`config.mk`:
```
export PLATFORM = sky130hd
export DESIGN_NAME = ooo_core
export DESIGN_NICKNAME = d
export VERILOG_FILES = /design/src/source/ooo_pkg.sv /design/src/source/dispatch.sv /design/src/source/exec_lane.sv /design/src/source/completion_arbiter.sv /design/src/source/reorder_buffer.sv /design/src/source/ooo_core.sv
export SDC_FILE = /design/constraint.sdc
export NUM_CORES = 2
export LEC_CHECK = 0
export BUFFER_PORTS_ARGS = -buffer_cell sky130_fd_sc_hd__buf_2
export CORE_AREA = 2 2 388 390
export CTS_BUF_LIST = sky130_fd_sc_hd__clkbuf_2
export DETAILED_ROUTE_END_ITERATION = 7
export DIE_AREA = 0 0 390 392
export PLACE_DENSITY = 0.74
export SLEW_MARGIN = 20
export SYNTH_ARGS = -nofsm -noshare
export SYNTH_HDL_FRONTEND = slang
export SYNTH_SLANG_ARGS = --single-unit
export TNS_END_PERCENT = 20
```
`constraint.sdc`:
```
create_clock -name clk -period 8.1 [get_ports clk]
set_clock_uncertainty 0.05 [all_clocks]
set_input_delay 1.62 -clock clk [delete_from_list [all_inputs] [get_ports clk]]
set_output_delay 1.62 -clock clk [all_outputs]
set_load 0.005 [all_outputs]
```
`src/source/ooo_pkg.sv`:
```
package ooo_pkg;

    localparam int data_w     = 32;               // Operand and result width
    localparam int rob_depth  = 16;               // ROB entries
    localparam int tag_w      = 4;                // ROB index width
    localparam int num_lanes  = 3;                // Execution lanes
    localparam int mul_cycles = 4;                // Multiply iterations, 8 bits each

    typedef logic [data_w-1:0]    word_t;         // Operand or result
    typedef logic [tag_w-1:0]     tag_t;          // ROB index
    typedef logic [4:0]           reg_idx_t;      // Architectural register
    typedef logic [num_lanes-1:0] lane_mask_t;    // One bit per lane

    // Operation codes carried with each instruction
    typedef enum logic [2:0] {
        ADD = 3'd0,                               // a + b
        SUB = 3'd1,                               // a - b
        XOR = 3'd2,                               // a ^ b
        SHL = 3'd3,                               // a << b[4:0]
        MUL = 3'd4                                // Low 32 bits of a * b
    } op_e;

    // Execution lane FSM
    typedef enum logic [1:0] {
        IDLE   = 2'd0,                            // Free for new work
        ACK    = 2'd1,                            // Fields latched, ack high
        BUSY   = 2'd2,                            // Computing
        REPORT = 2'd3                             // Result offered to arbiter
    } lane_state_e;

endpackage

```
`src/source/dispatch.sv`:
```
`timescale 1ns/1ps

module dispatch (
    input  logic                 clk,
    input  logic                 rst,
    input  logic                 instr_req,
    input  ooo_pkg::op_e         instr_op,
    input  ooo_pkg::word_t       instr_a,
    input  ooo_pkg::word_t       instr_b,
    input  ooo_pkg::reg_idx_t    instr_dest,
    input  logic                 instr_reg_write,
    output logic                 instr_ack,
    input  logic                 rob_full,
    input  ooo_pkg::tag_t        alloc_tag,
    output logic                 alloc,
    output ooo_pkg::reg_idx_t    alloc_dest,
    output logic                 alloc_reg_write,
    input  ooo_pkg::lane_mask_t  lane_idle,
    input  ooo_pkg::lane_mask_t  lane_ack,
    output ooo_pkg::lane_mask_t  lane_req,
    output ooo_pkg::op_e         lane_op,
    output ooo_pkg::word_t       lane_a,
    output ooo_pkg::word_t       lane_b,
    output ooo_pkg::tag_t        lane_tag
);
    import ooo_pkg::*;

    typedef enum logic [1:0] {
        S_WAIT      = 2'd0,                       // Waiting for req, ROB space, idle lane
        S_LANE_REQ  = 2'd1,                       // lane_req high until lane acks
        S_LANE_REL  = 2'd2,                       // lane_req low until lane ack drops
        S_INSTR_ACK = 2'd3                        // instr_ack high until source releases
    } disp_state_e;

    disp_state_e state;
    lane_mask_t  lane_sel;                        // One-hot chosen lane
    lane_mask_t  pick;                            // Lowest idle lane, one-hot

    // Priority pick, lowest index wins
    always_comb begin
        pick = '0;
        for (int i = num_lanes - 1; i >= 0; i--) begin
            if (lane_idle[i]) pick = lane_mask_t'(1) << i;
        end
    end

    assign alloc           = (state == S_WAIT) && instr_req && !rob_full && (|lane_idle);
    assign alloc_dest      = instr_dest;          // Written into ROB at the tail
    assign alloc_reg_write = instr_reg_write;
    assign lane_req        = (state == S_LANE_REQ) ? lane_sel : '0;
    assign instr_ack       = (state == S_INSTR_ACK);

    always_ff @(posedge clk or posedge rst) begin
        if (rst) begin
            state    <= S_WAIT;
            lane_sel <= '0;
        end else begin
            case (state)
                S_WAIT: if (alloc) begin
                    lane_sel <= pick;             // Lock the lane for this handshake
                    state    <= S_LANE_REQ;
                end
                S_LANE_REQ:  if (|(lane_ack & lane_sel)) state <= S_LANE_REL;
                S_LANE_REL:  if (!(|(lane_ack & lane_sel))) state <= S_INSTR_ACK;
                S_INSTR_ACK: if (!instr_req) state <= S_WAIT;
                default:     state <= S_WAIT;
            endcase
        end
    end

    // Work fields held on the shared lane buses until the next allocation
    always_ff @(posedge clk) begin
        if (alloc) begin
            lane_op  <= instr_op;
            lane_a   <= instr_a;
            lane_b   <= instr_b;
            lane_tag <= alloc_tag;                // Current ROB tail
        end
    end

endmodule

```
`src/source/exec_lane.sv`:
```
`timescale 1ns/1ps

module exec_lane (
    input  logic            clk,
    input  logic            rst,
    input  logic            lane_req,
    input  ooo_pkg::op_e    lane_op,
    input  ooo_pkg::word_t  lane_a,
    input  ooo_pkg::word_t  lane_b,
    input  ooo_pkg::tag_t   lane_tag,
    output logic            lane_ack,
    output logic            lane_idle,
    output logic            done_req,
    input  logic            done_ack,
    output ooo_pkg::word_t  done_value,
    output ooo_pkg::tag_t   done_tag
);
    import ooo_pkg::*;

    lane_state_e                     state;
    logic [$clog2(mul_cycles)-1:0]   cnt;         // Multiply iteration
    op_e                             cur_op;
    word_t                           opnd_a;      // Multiplicand, shifts left
    word_t                           opnd_b;      // Multiplier, shifts right
    word_t                           acc;         // Result accumulator
    word_t                           alu_res;
    tag_t                            cur_tag;

    always_comb begin
        case (cur_op)
            ADD:     alu_res = opnd_a + opnd_b;
            SUB:     alu_res = opnd_a - opnd_b;
            XOR:     alu_res = opnd_a ^ opnd_b;
            SHL:     alu_res = opnd_a << opnd_b[4:0];  // Low 5 bits only
            default: alu_res = '0;
        endcase
    end

    always_ff @(posedge clk or posedge rst) begin
        if (rst) begin
            state <= IDLE;
            cnt   <= '0;
        end else begin
            case (state)
                IDLE: if (lane_req) state <= ACK;
                ACK: if (!lane_req) begin         // Req released, start work
                    state <= BUSY;
                    cnt   <= '0;
                end
                BUSY: begin
                    cnt <= cnt + 1'b1;
                    if (cur_op != MUL || cnt == (mul_cycles - 1)) state <= REPORT;
                end
                REPORT: if (done_ack) state <= IDLE;
                default: state <= IDLE;
            endcase
        end
    end

    always_ff @(posedge clk) begin
        case (state)
            IDLE: if (lane_req) begin
                cur_op  <= lane_op;
                opnd_a  <= lane_a;
                opnd_b  <= lane_b;
                cur_tag <= lane_tag;
            end
            ACK: acc <= '0;
            BUSY: if (cur_op == MUL) begin
                acc    <= acc + opnd_a * word_t'(opnd_b[7:0]);  // 8-bit partial product
                opnd_a <= opnd_a << 8;
                opnd_b <= opnd_b >> 8;
            end else begin
                acc <= alu_res;
            end
            default: ;                            // Hold result through REPORT
        endcase
    end

    assign lane_idle  = (state == IDLE);
    assign lane_ack   = (state == ACK);
    assign done_req   = (state == REPORT);
    assign done_value = acc;
    assign done_tag   = cur_tag;

endmodule

```
`src/source/completion_arbiter.sv`:
```
`timescale 1ns/1ps

module completion_arbiter (
    input  logic                 clk,
    input  logic                 rst,
    input  ooo_pkg::lane_mask_t  done_req,
    input  ooo_pkg::word_t       done_value [ooo_pkg::num_lanes],
    input  ooo_pkg::tag_t        done_tag [ooo_pkg::num_lanes],
    output ooo_pkg::lane_mask_t  done_ack,
    output logic                 cmpl_valid,
    output ooo_pkg::word_t       cmpl_value,
    output ooo_pkg::tag_t        cmpl_tag
);
    import ooo_pkg::*;

    typedef logic [$clog2(num_lanes)-1:0] lane_idx_t;

    lane_idx_t   rr_ptr;                          // Lane checked first
    lane_idx_t   grant_idx;
    logic        grant_found;
    lane_mask_t  eligible;                        // Requesting and not yet acked

    assign eligible = done_req & ~done_ack;

    // Rotating search from rr_ptr
    always_comb begin
        grant_found = 1'b0;
        grant_idx   = '0;
        for (int k = 0; k < num_lanes; k++) begin
            if (!grant_found && eligible[(int'(rr_ptr) + k) % num_lanes]) begin
                grant_found = 1'b1;
                grant_idx   = lane_idx_t'((int'(rr_ptr) + k) % num_lanes);
            end
        end
    end

    always_ff @(posedge clk or posedge rst) begin
        if (rst) begin
            rr_ptr     <= '0;
            done_ack   <= '0;
            cmpl_valid <= 1'b0;
        end else begin
            cmpl_valid <= grant_found;            // One strobe per cycle at most
            done_ack   <= (done_ack & done_req) |
                          (grant_found ? lane_mask_t'(1) << grant_idx : '0);
            if (grant_found) begin
                rr_ptr <= (int'(grant_idx) == num_lanes - 1) ? '0 : grant_idx + 1'b1;
            end
        end
    end

    always_ff @(posedge clk) begin
        if (grant_found) begin
            cmpl_value <= done_value[grant_idx];
            cmpl_tag   <= done_tag[grant_idx];
        end
    end

endmodule

```
`src/source/reorder_buffer.sv`:
```
`timescale 1ns/1ps

module reorder_buffer (
    input  logic               clk,
    input  logic               rst,
    input  logic               alloc,
    input  ooo_pkg::reg_idx_t  alloc_dest,
    input  logic               alloc_reg_write,
    output ooo_pkg::tag_t      alloc_tag,
    output logic               rob_full,
    input  logic               cmpl_valid,
    input  ooo_pkg::tag_t      cmpl_tag,
    input  ooo_pkg::word_t     cmpl_value,
    output logic               commit_req,
    input  logic               commit_ack,
    output ooo_pkg::word_t     commit_value,
    output ooo_pkg::reg_idx_t  commit_dest,
    output logic               commit_reg_write
);
    import ooo_pkg::*;

    logic      ent_ready [rob_depth];             // Result written back
    logic      ent_reg_write [rob_depth];
    reg_idx_t  ent_dest [rob_depth];
    word_t     ent_value [rob_depth];

    tag_t              head;                      // Oldest entry
    tag_t              tail;                      // Next free entry
    logic [tag_w:0]    count;                     // Occupancy, 0 to rob_depth
    logic              present;                   // Head can be offered now
    logic              retire;                    // Head leaves this cycle

    assign alloc_tag = tail;
    assign rob_full  = (count == (tag_w + 1)'(rob_depth));

    // Only offer a new head once the previous ack has fallen
    assign present = !commit_req && !commit_ack && (count != '0) && ent_ready[head];
    assign retire  = commit_req && commit_ack;

    // Pointers, occupancy and the commit handshake
    always_ff @(posedge clk or posedge rst) begin
        if (rst) begin
            head       <= '0;
            tail       <= '0;
            count      <= '0;
            commit_req <= 1'b0;
        end else begin
            if (alloc) tail <= tail + 1'b1;       // Wraps at rob_depth
            if (retire) head <= head + 1'b1;
            case ({alloc, retire})
                2'b10:   count <= count + 1'b1;
                2'b01:   count <= count - 1'b1;
                default: count <= count;          // Both or neither
            endcase
            if (present) begin
                commit_req <= 1'b1;
            end else if (retire) begin
                commit_req <= 1'b0;               // Head freed on ack
            end
        end
    end

    // Ready flags, cleared on allocate and set on completion
    always_ff @(posedge clk or posedge rst) begin
        if (rst) begin
            for (int i = 0; i < rob_depth; i++) begin
                ent_ready[i] <= 1'b0;
            end
        end else begin
            if (alloc) ent_ready[tail] <= 1'b0;
            if (cmpl_valid) ent_ready[cmpl_tag] <= 1'b1;  // Never the tail slot
        end
    end

    // Entry payload
    always_ff @(posedge clk) begin
        if (alloc) begin
            ent_dest[tail]      <= alloc_dest;
            ent_reg_write[tail] <= alloc_reg_write;
        end
        if (cmpl_valid) ent_value[cmpl_tag] <= cmpl_value;
    end

    // Commit fields held while commit_req is high
    always_ff @(posedge clk) begin
        if (present) begin
            commit_value     <= ent_value[head];
            commit_dest      <= ent_dest[head];
            commit_reg_write <= ent_reg_write[head];
        end
    end

endmodule

```
`src/source/ooo_core.sv`:
```
`timescale 1ns/1ps

module ooo_core (
    input  logic               clk,
    input  logic               rst,
    input  logic               instr_req,
    input  ooo_pkg::op_e       instr_op,
    input  ooo_pkg::word_t     instr_a,
    input  ooo_pkg::word_t     instr_b,
    input  ooo_pkg::reg_idx_t  instr_dest,
    input  logic               instr_reg_write,
    output logic               instr_ack,
    output logic               commit_req,
    input  logic               commit_ack,
    output ooo_pkg::word_t     commit_value,
    output ooo_pkg::reg_idx_t  commit_dest,
    output logic               commit_reg_write
);
    import ooo_pkg::*;

    // Dispatch and ROB allocation
    logic        alloc;
    reg_idx_t    alloc_dest;
    logic        alloc_reg_write;
    tag_t        alloc_tag;
    logic        rob_full;

    // Shared lane buses and per-lane handshakes
    lane_mask_t  lane_req;
    lane_mask_t  lane_ack;
    lane_mask_t  lane_idle;
    op_e         lane_op;
    word_t       lane_a;
    word_t       lane_b;
    tag_t        lane_tag;

    // Lane results toward the arbiter
    lane_mask_t  done_req;
    lane_mask_t  done_ack;
    word_t       done_value [num_lanes];
    tag_t        done_tag [num_lanes];

    // Completion strobe into the ROB
    logic        cmpl_valid;
    word_t       cmpl_value;
    tag_t        cmpl_tag;

    dispatch dispatch_inst (
        .clk, .rst, .instr_req, .instr_op, .instr_a, .instr_b, .instr_dest,
        .instr_reg_write, .instr_ack, .rob_full, .alloc_tag, .alloc, .alloc_dest,
        .alloc_reg_write, .lane_idle, .lane_ack, .lane_req, .lane_op, .lane_a,
        .lane_b, .lane_tag
    );

    for (genvar i = 0; i < num_lanes; i++) begin : g_lane
        exec_lane exec_lane_inst (
            .clk, .rst, .lane_req(lane_req[i]), .lane_op, .lane_a, .lane_b,
            .lane_tag, .lane_ack(lane_ack[i]), .lane_idle(lane_idle[i]),
            .done_req(done_req[i]), .done_ack(done_ack[i]),
            .done_value(done_value[i]), .done_tag(done_tag[i])
        );
    end

    completion_arbiter completion_arbiter_inst (
        .clk, .rst, .done_req, .done_value, .done_tag, .done_ack,
        .cmpl_valid, .cmpl_value, .cmpl_tag
    );

    reorder_buffer reorder_buffer_inst (
        .clk, .rst, .alloc, .alloc_dest, .alloc_reg_write, .alloc_tag, .rob_full,
        .cmpl_valid, .cmpl_tag, .cmpl_value, .commit_req, .commit_ack,
        .commit_value, .commit_dest, .commit_reg_write
    );

endmodule

```
==> flow_metrics.env <==
export IMPL_via_per_inst=6.16
export IMPL_clock_latency_ns=1.62
export IMPL_grt_pass1_wl_um=351000
export IMPL_cp_num_buf_inv=3
export IMPL_ys_seq_area_share_pct=42.3
export IMPL_required_ns=9.34
export IMPL_fin_nets=7795
export IMPL_cts_resized=0
export IMPL_drtIter0Drc=7215
export IMPL_postRouteAntennaNets=0
export IMPL_arrival_ns=8.09
export IMPL_crit_type="reg -> reg"
export IMPL_fp_coreArea_sq_mm=0.149
export IMPL_grt_overflow=0
export IMPL_drive_above_1_share_pct=16.2
export IMPL_critPathTopFamily="compound AO/OA/AOI/OAI gates"
export IMPL_synth_fp_nets=7568
export IMPL_dp_hpwl_um=168000
export IMPL_holdBufCountCts=67
export IMPL_syn_area_per_cell_sq_um=11.8
export IMPL_post_cts_setup_buffers=0
export IMPL_status="complete, but fails checks"
export IMPL_synth_edf_count=1062
export IMPL_fin_setup_tns_ns=0
export IMPL_end_kind="flip-flop"
export IMPL_maxCapViolations=0
export IMPL_drv_slew=0
export IMPL_root_buffer="clkbuf_2"
export IMPL_die_w_um=390
export IMPL_worst_slew_pin_slew_ns=1.07
export IMPL_final_common_cell="edfxtp_1"
export IMPL_hold_viol_final=0
export IMPL_grt_max_degree=114
export IMPL_violations="DRC"
export IMPL_timing_final_crit_period_ns=6.85
export IMPL_min_period_over_period_pct=84.6
export IMPL_drt_first_pass_iters=8
export IMPL_wire_per_inst_um=25.9
export IMPL_hold_path_class="in -> reg"
export IMPL_mostFrequentLayoutCells="edfxtp_1 (1,062), inv_1 (844), nand2_1 (620), fa_1 (562), and2_1 (415)"
export IMPL_synth_top_flop_cell="edfxtp_1"
export IMPL_tritoncts="yes"
export IMPL_synth_warnings=0
export IMPL_crit_path_max_incr_delay_ns=1.04
export IMPL_netlist_area_sq_mm=0.0785
export IMPL_clock_sinks=1115
export IMPL_cp_cell_sequence="nand2_1, fa_1, inv_1, fa_1, ha_1, inv_1, fa_1, inv_1, ha_1, a211oi_1, o21ai_0, a31o_2, a31oi_1, o221ai_1, a221o_1, a31oi_1, o21ai_0, xnor2_1, o221ai_1"
export IMPL_netlist_instances=6653
export IMPL_finalWirelength_um=234000
export IMPL_drc=5
export IMPL_yosys_cell_types_count=91
export IMPL_grt_pass1_vias=56200
export IMPL_r2r_slack_ns=1.25
export IMPL_port_buffers=116
export IMPL_routed_via_count=55700
export IMPL_track_usage_pct=30.9
export IMPL_cts_htree_levels=5
export IMPL_placementRows=142
export IMPL_ys_ff_latch=1115
export IMPL_die_height_um=392
export IMPL_antenna_found_initial=24
export IMPL_cpMaxStageDelayCell="edfxtp_1"
export IMPL_cts_buffers=298
export IMPL_fillers=12300
export IMPL_rsz0062_at_grt="no"
export IMPL_die_area_sq_mm=0.153
export IMPL_place_congestion=0.994
export IMPL_start_util_pct=52.7
export IMPL_ioPinCount=117
export IMPL_setup_viol=0
export IMPL_clk_pin_slew_ns=0.09
export IMPL_synthToLayoutAreaGrowth_pct=7.62
export IMPL_cp_start_kind="flip-flop"
export IMPL_async_reset_ff_share_pct=4.75
export IMPL_slew_headroom_pct=28.0
export IMPL_clockBufferDepth=4
export IMPL_max_freq_ghz=0.146
export IMPL_crit_fanout=22
-- Yosys cell counts (all sizes together) (17+ instances only) --
master | instances | area (sq um)
dfrtp | 53 | 1330
a21oi | 242 | 1210
xor2 | 159 | 1390
and3 | 39 | 244
mux2i | 69 | 691
inv | 847 | 3180
mux2 | 168 | 1890
fa | 562 | 11300
a211oi | 33 | 248
or3 | 20 | 130
o21ai | 190 | 951
a222oi | 32 | 320
mux4 | 243 | 5470
nand3 | 49 | 245
o22ai | 111 | 694
o31ai | 17 | 128
o211ai | 17 | 133
and2 | 418 | 2620
nor2b | 68 | 425
nor3 | 53 | 277
a221oi | 22 | 193
nand2 | 620 | 2330
edfxtp | 1062 | 31900
a22oi | 46 | 345
xnor2 | 199 | 1750
a31oi | 37 | 238
o21bai | 27 | 203
nand2b | 62 | 388
a21o | 89 | 668
nor2 | 217 | 822
ha | 276 | 3450
o21a | 28 | 210
clkbuf | 298 | 1120
buf | 68 | 269
-- through the flow --
step	utilization (%)	setup WS [ns]	hold slack [ns]	cells	cell area [sq um]
6_report	56.7	1.25	0.268	9042	84400
2_1_floorplan	-	1.37	0.390	6653	78500
5_1_grt	56.7	0.942	0.121	9031	84400
3_5_place_dp	54.5	1.31	0.411	8457	81200
3_3_place_gp	54.5	1.44	0.400	8457	81200
4_1_cts	56.7	1.32	0.00149	9024	84400
-- layer usage --
| layer | part of all wire [%] | global-route usage, % |
|---|---|---|
| met5 | 0.052 | 0 |
| met4 | 5.2 | 15.0 |
| met3 | 12 | 8.47 |
| met2 | 45 | 47.2 |
| met1 | 38 | 41.0 |
-- state kept, by name, summed over array words and instances (netlist names), 4 cells and up --
| signal | flops |
|---|---|
| reorder_buffer_inst.ent_reg_write | 16 |
| reorder_buffer_inst.count | 5 |
| g_lane.exec_lane_inst.opnd_b | 96 |
| g_lane.exec_lane_inst.cnt | 6 |
| dispatch_inst.lane_b | 32 |
| reorder_buffer_inst.commit_value | 32 |
| completion_arbiter_inst.cmpl_tag | 4 |
| g_lane.exec_lane_inst.done_value | 96 |
| reorder_buffer_inst.commit_dest | 5 |
| g_lane.exec_lane_inst.state | 6 |
| g_lane.exec_lane_inst.cur_op | 9 |
| dispatch_inst.lane_tag | 4 |
| reorder_buffer_inst.ent_value | 512 |
| reorder_buffer_inst.alloc_tag | 4 |
| reorder_buffer_inst.ent_ready | 16 |
| completion_arbiter_inst.cmpl_value | 32 |
| g_lane.exec_lane_inst.done_tag | 12 |
| reorder_buffer_inst.ent_dest | 80 |
| g_lane.exec_lane_inst.opnd_a | 96 |
| reorder_buffer_inst.head | 4 |
| dispatch_inst.lane_a | 32 |
-- area by class of cell --
cell class	instances	area, sq um	area share [%]
antenna	18	45.0	0.0533
clock buffer	410	2050	2.43
clock inverter	90	492	0.582
inverter	856	3210	3.81
multi-input combinational	4316	40900	48.4
sequential	1115	33200	39.4
tap	1944	2430	2.88
timing repair buffer	293	2100	2.49
-- path summary, 6_finish.rpt --
kind,cells past startpoint,start,endpoint
min reg2reg,1,completion_arbiter_inst.done_ack[1],completion_arbiter_inst.done_ack[1]
min in group asynchronous,4,rst,reorder_buffer_inst.head[3]
max in group asynchronous,4,rst,reorder_buffer_inst.head[0]
min,1,instr_a[14],dispatch_inst.lane_a[14]
max reg2reg,19,g_lane[0].exec_lane_inst.opnd_b[0],g_lane[0].exec_lane_inst.done_value[30]
max,19,g_lane[0].exec_lane_inst.opnd_b[0],g_lane[0].exec_lane_inst.done_value[30]
-- cells by family (layout without fill, tap and decap cells) --
| family | count (synthesis) | in the layout | share of synthesized area, % |
|---|---|---|---|
| compound gates | 1016 | 1016 | 8.48 |
| xor+xnor | 358 | 358 | 4.01 |
| fa+ha+maj | 839 | 839 | 18.8 |
| buf+inv | 1222 | 1649 | 5.87 |
| flops | 1115 | 1115 | 42.3 |
| mux | 480 | 480 | 10.3 |
| other cells | 0 | 18 | 0 |
| simple gates | 1623 | 1623 | 10.3 |
-- worst register-to-register path, stage by stage, from the launching register on --
cell and delay [ns]:
edfxtp_1 1.04, nand2_1 0.30, fa_1 0.44, inv_1 0.07, fa_1 0.41, ha_1 0.29
inv_1 0.05, fa_1 0.59, inv_1 0.06, ha_1 0.30, a211oi_1 0.45, o21ai_0 0.17
a31o_2 0.29, a31oi_1 0.54, o221ai_1 0.34, a221o_1 0.44, a31oi_1 0.27, o21ai_0 0.19
xnor2_1 0.17, o221ai_1 0.14
Power is left out: the tool's default activity adds up to more than one toggle a clock period on the data nets, which glitch-free logic cannot reach.
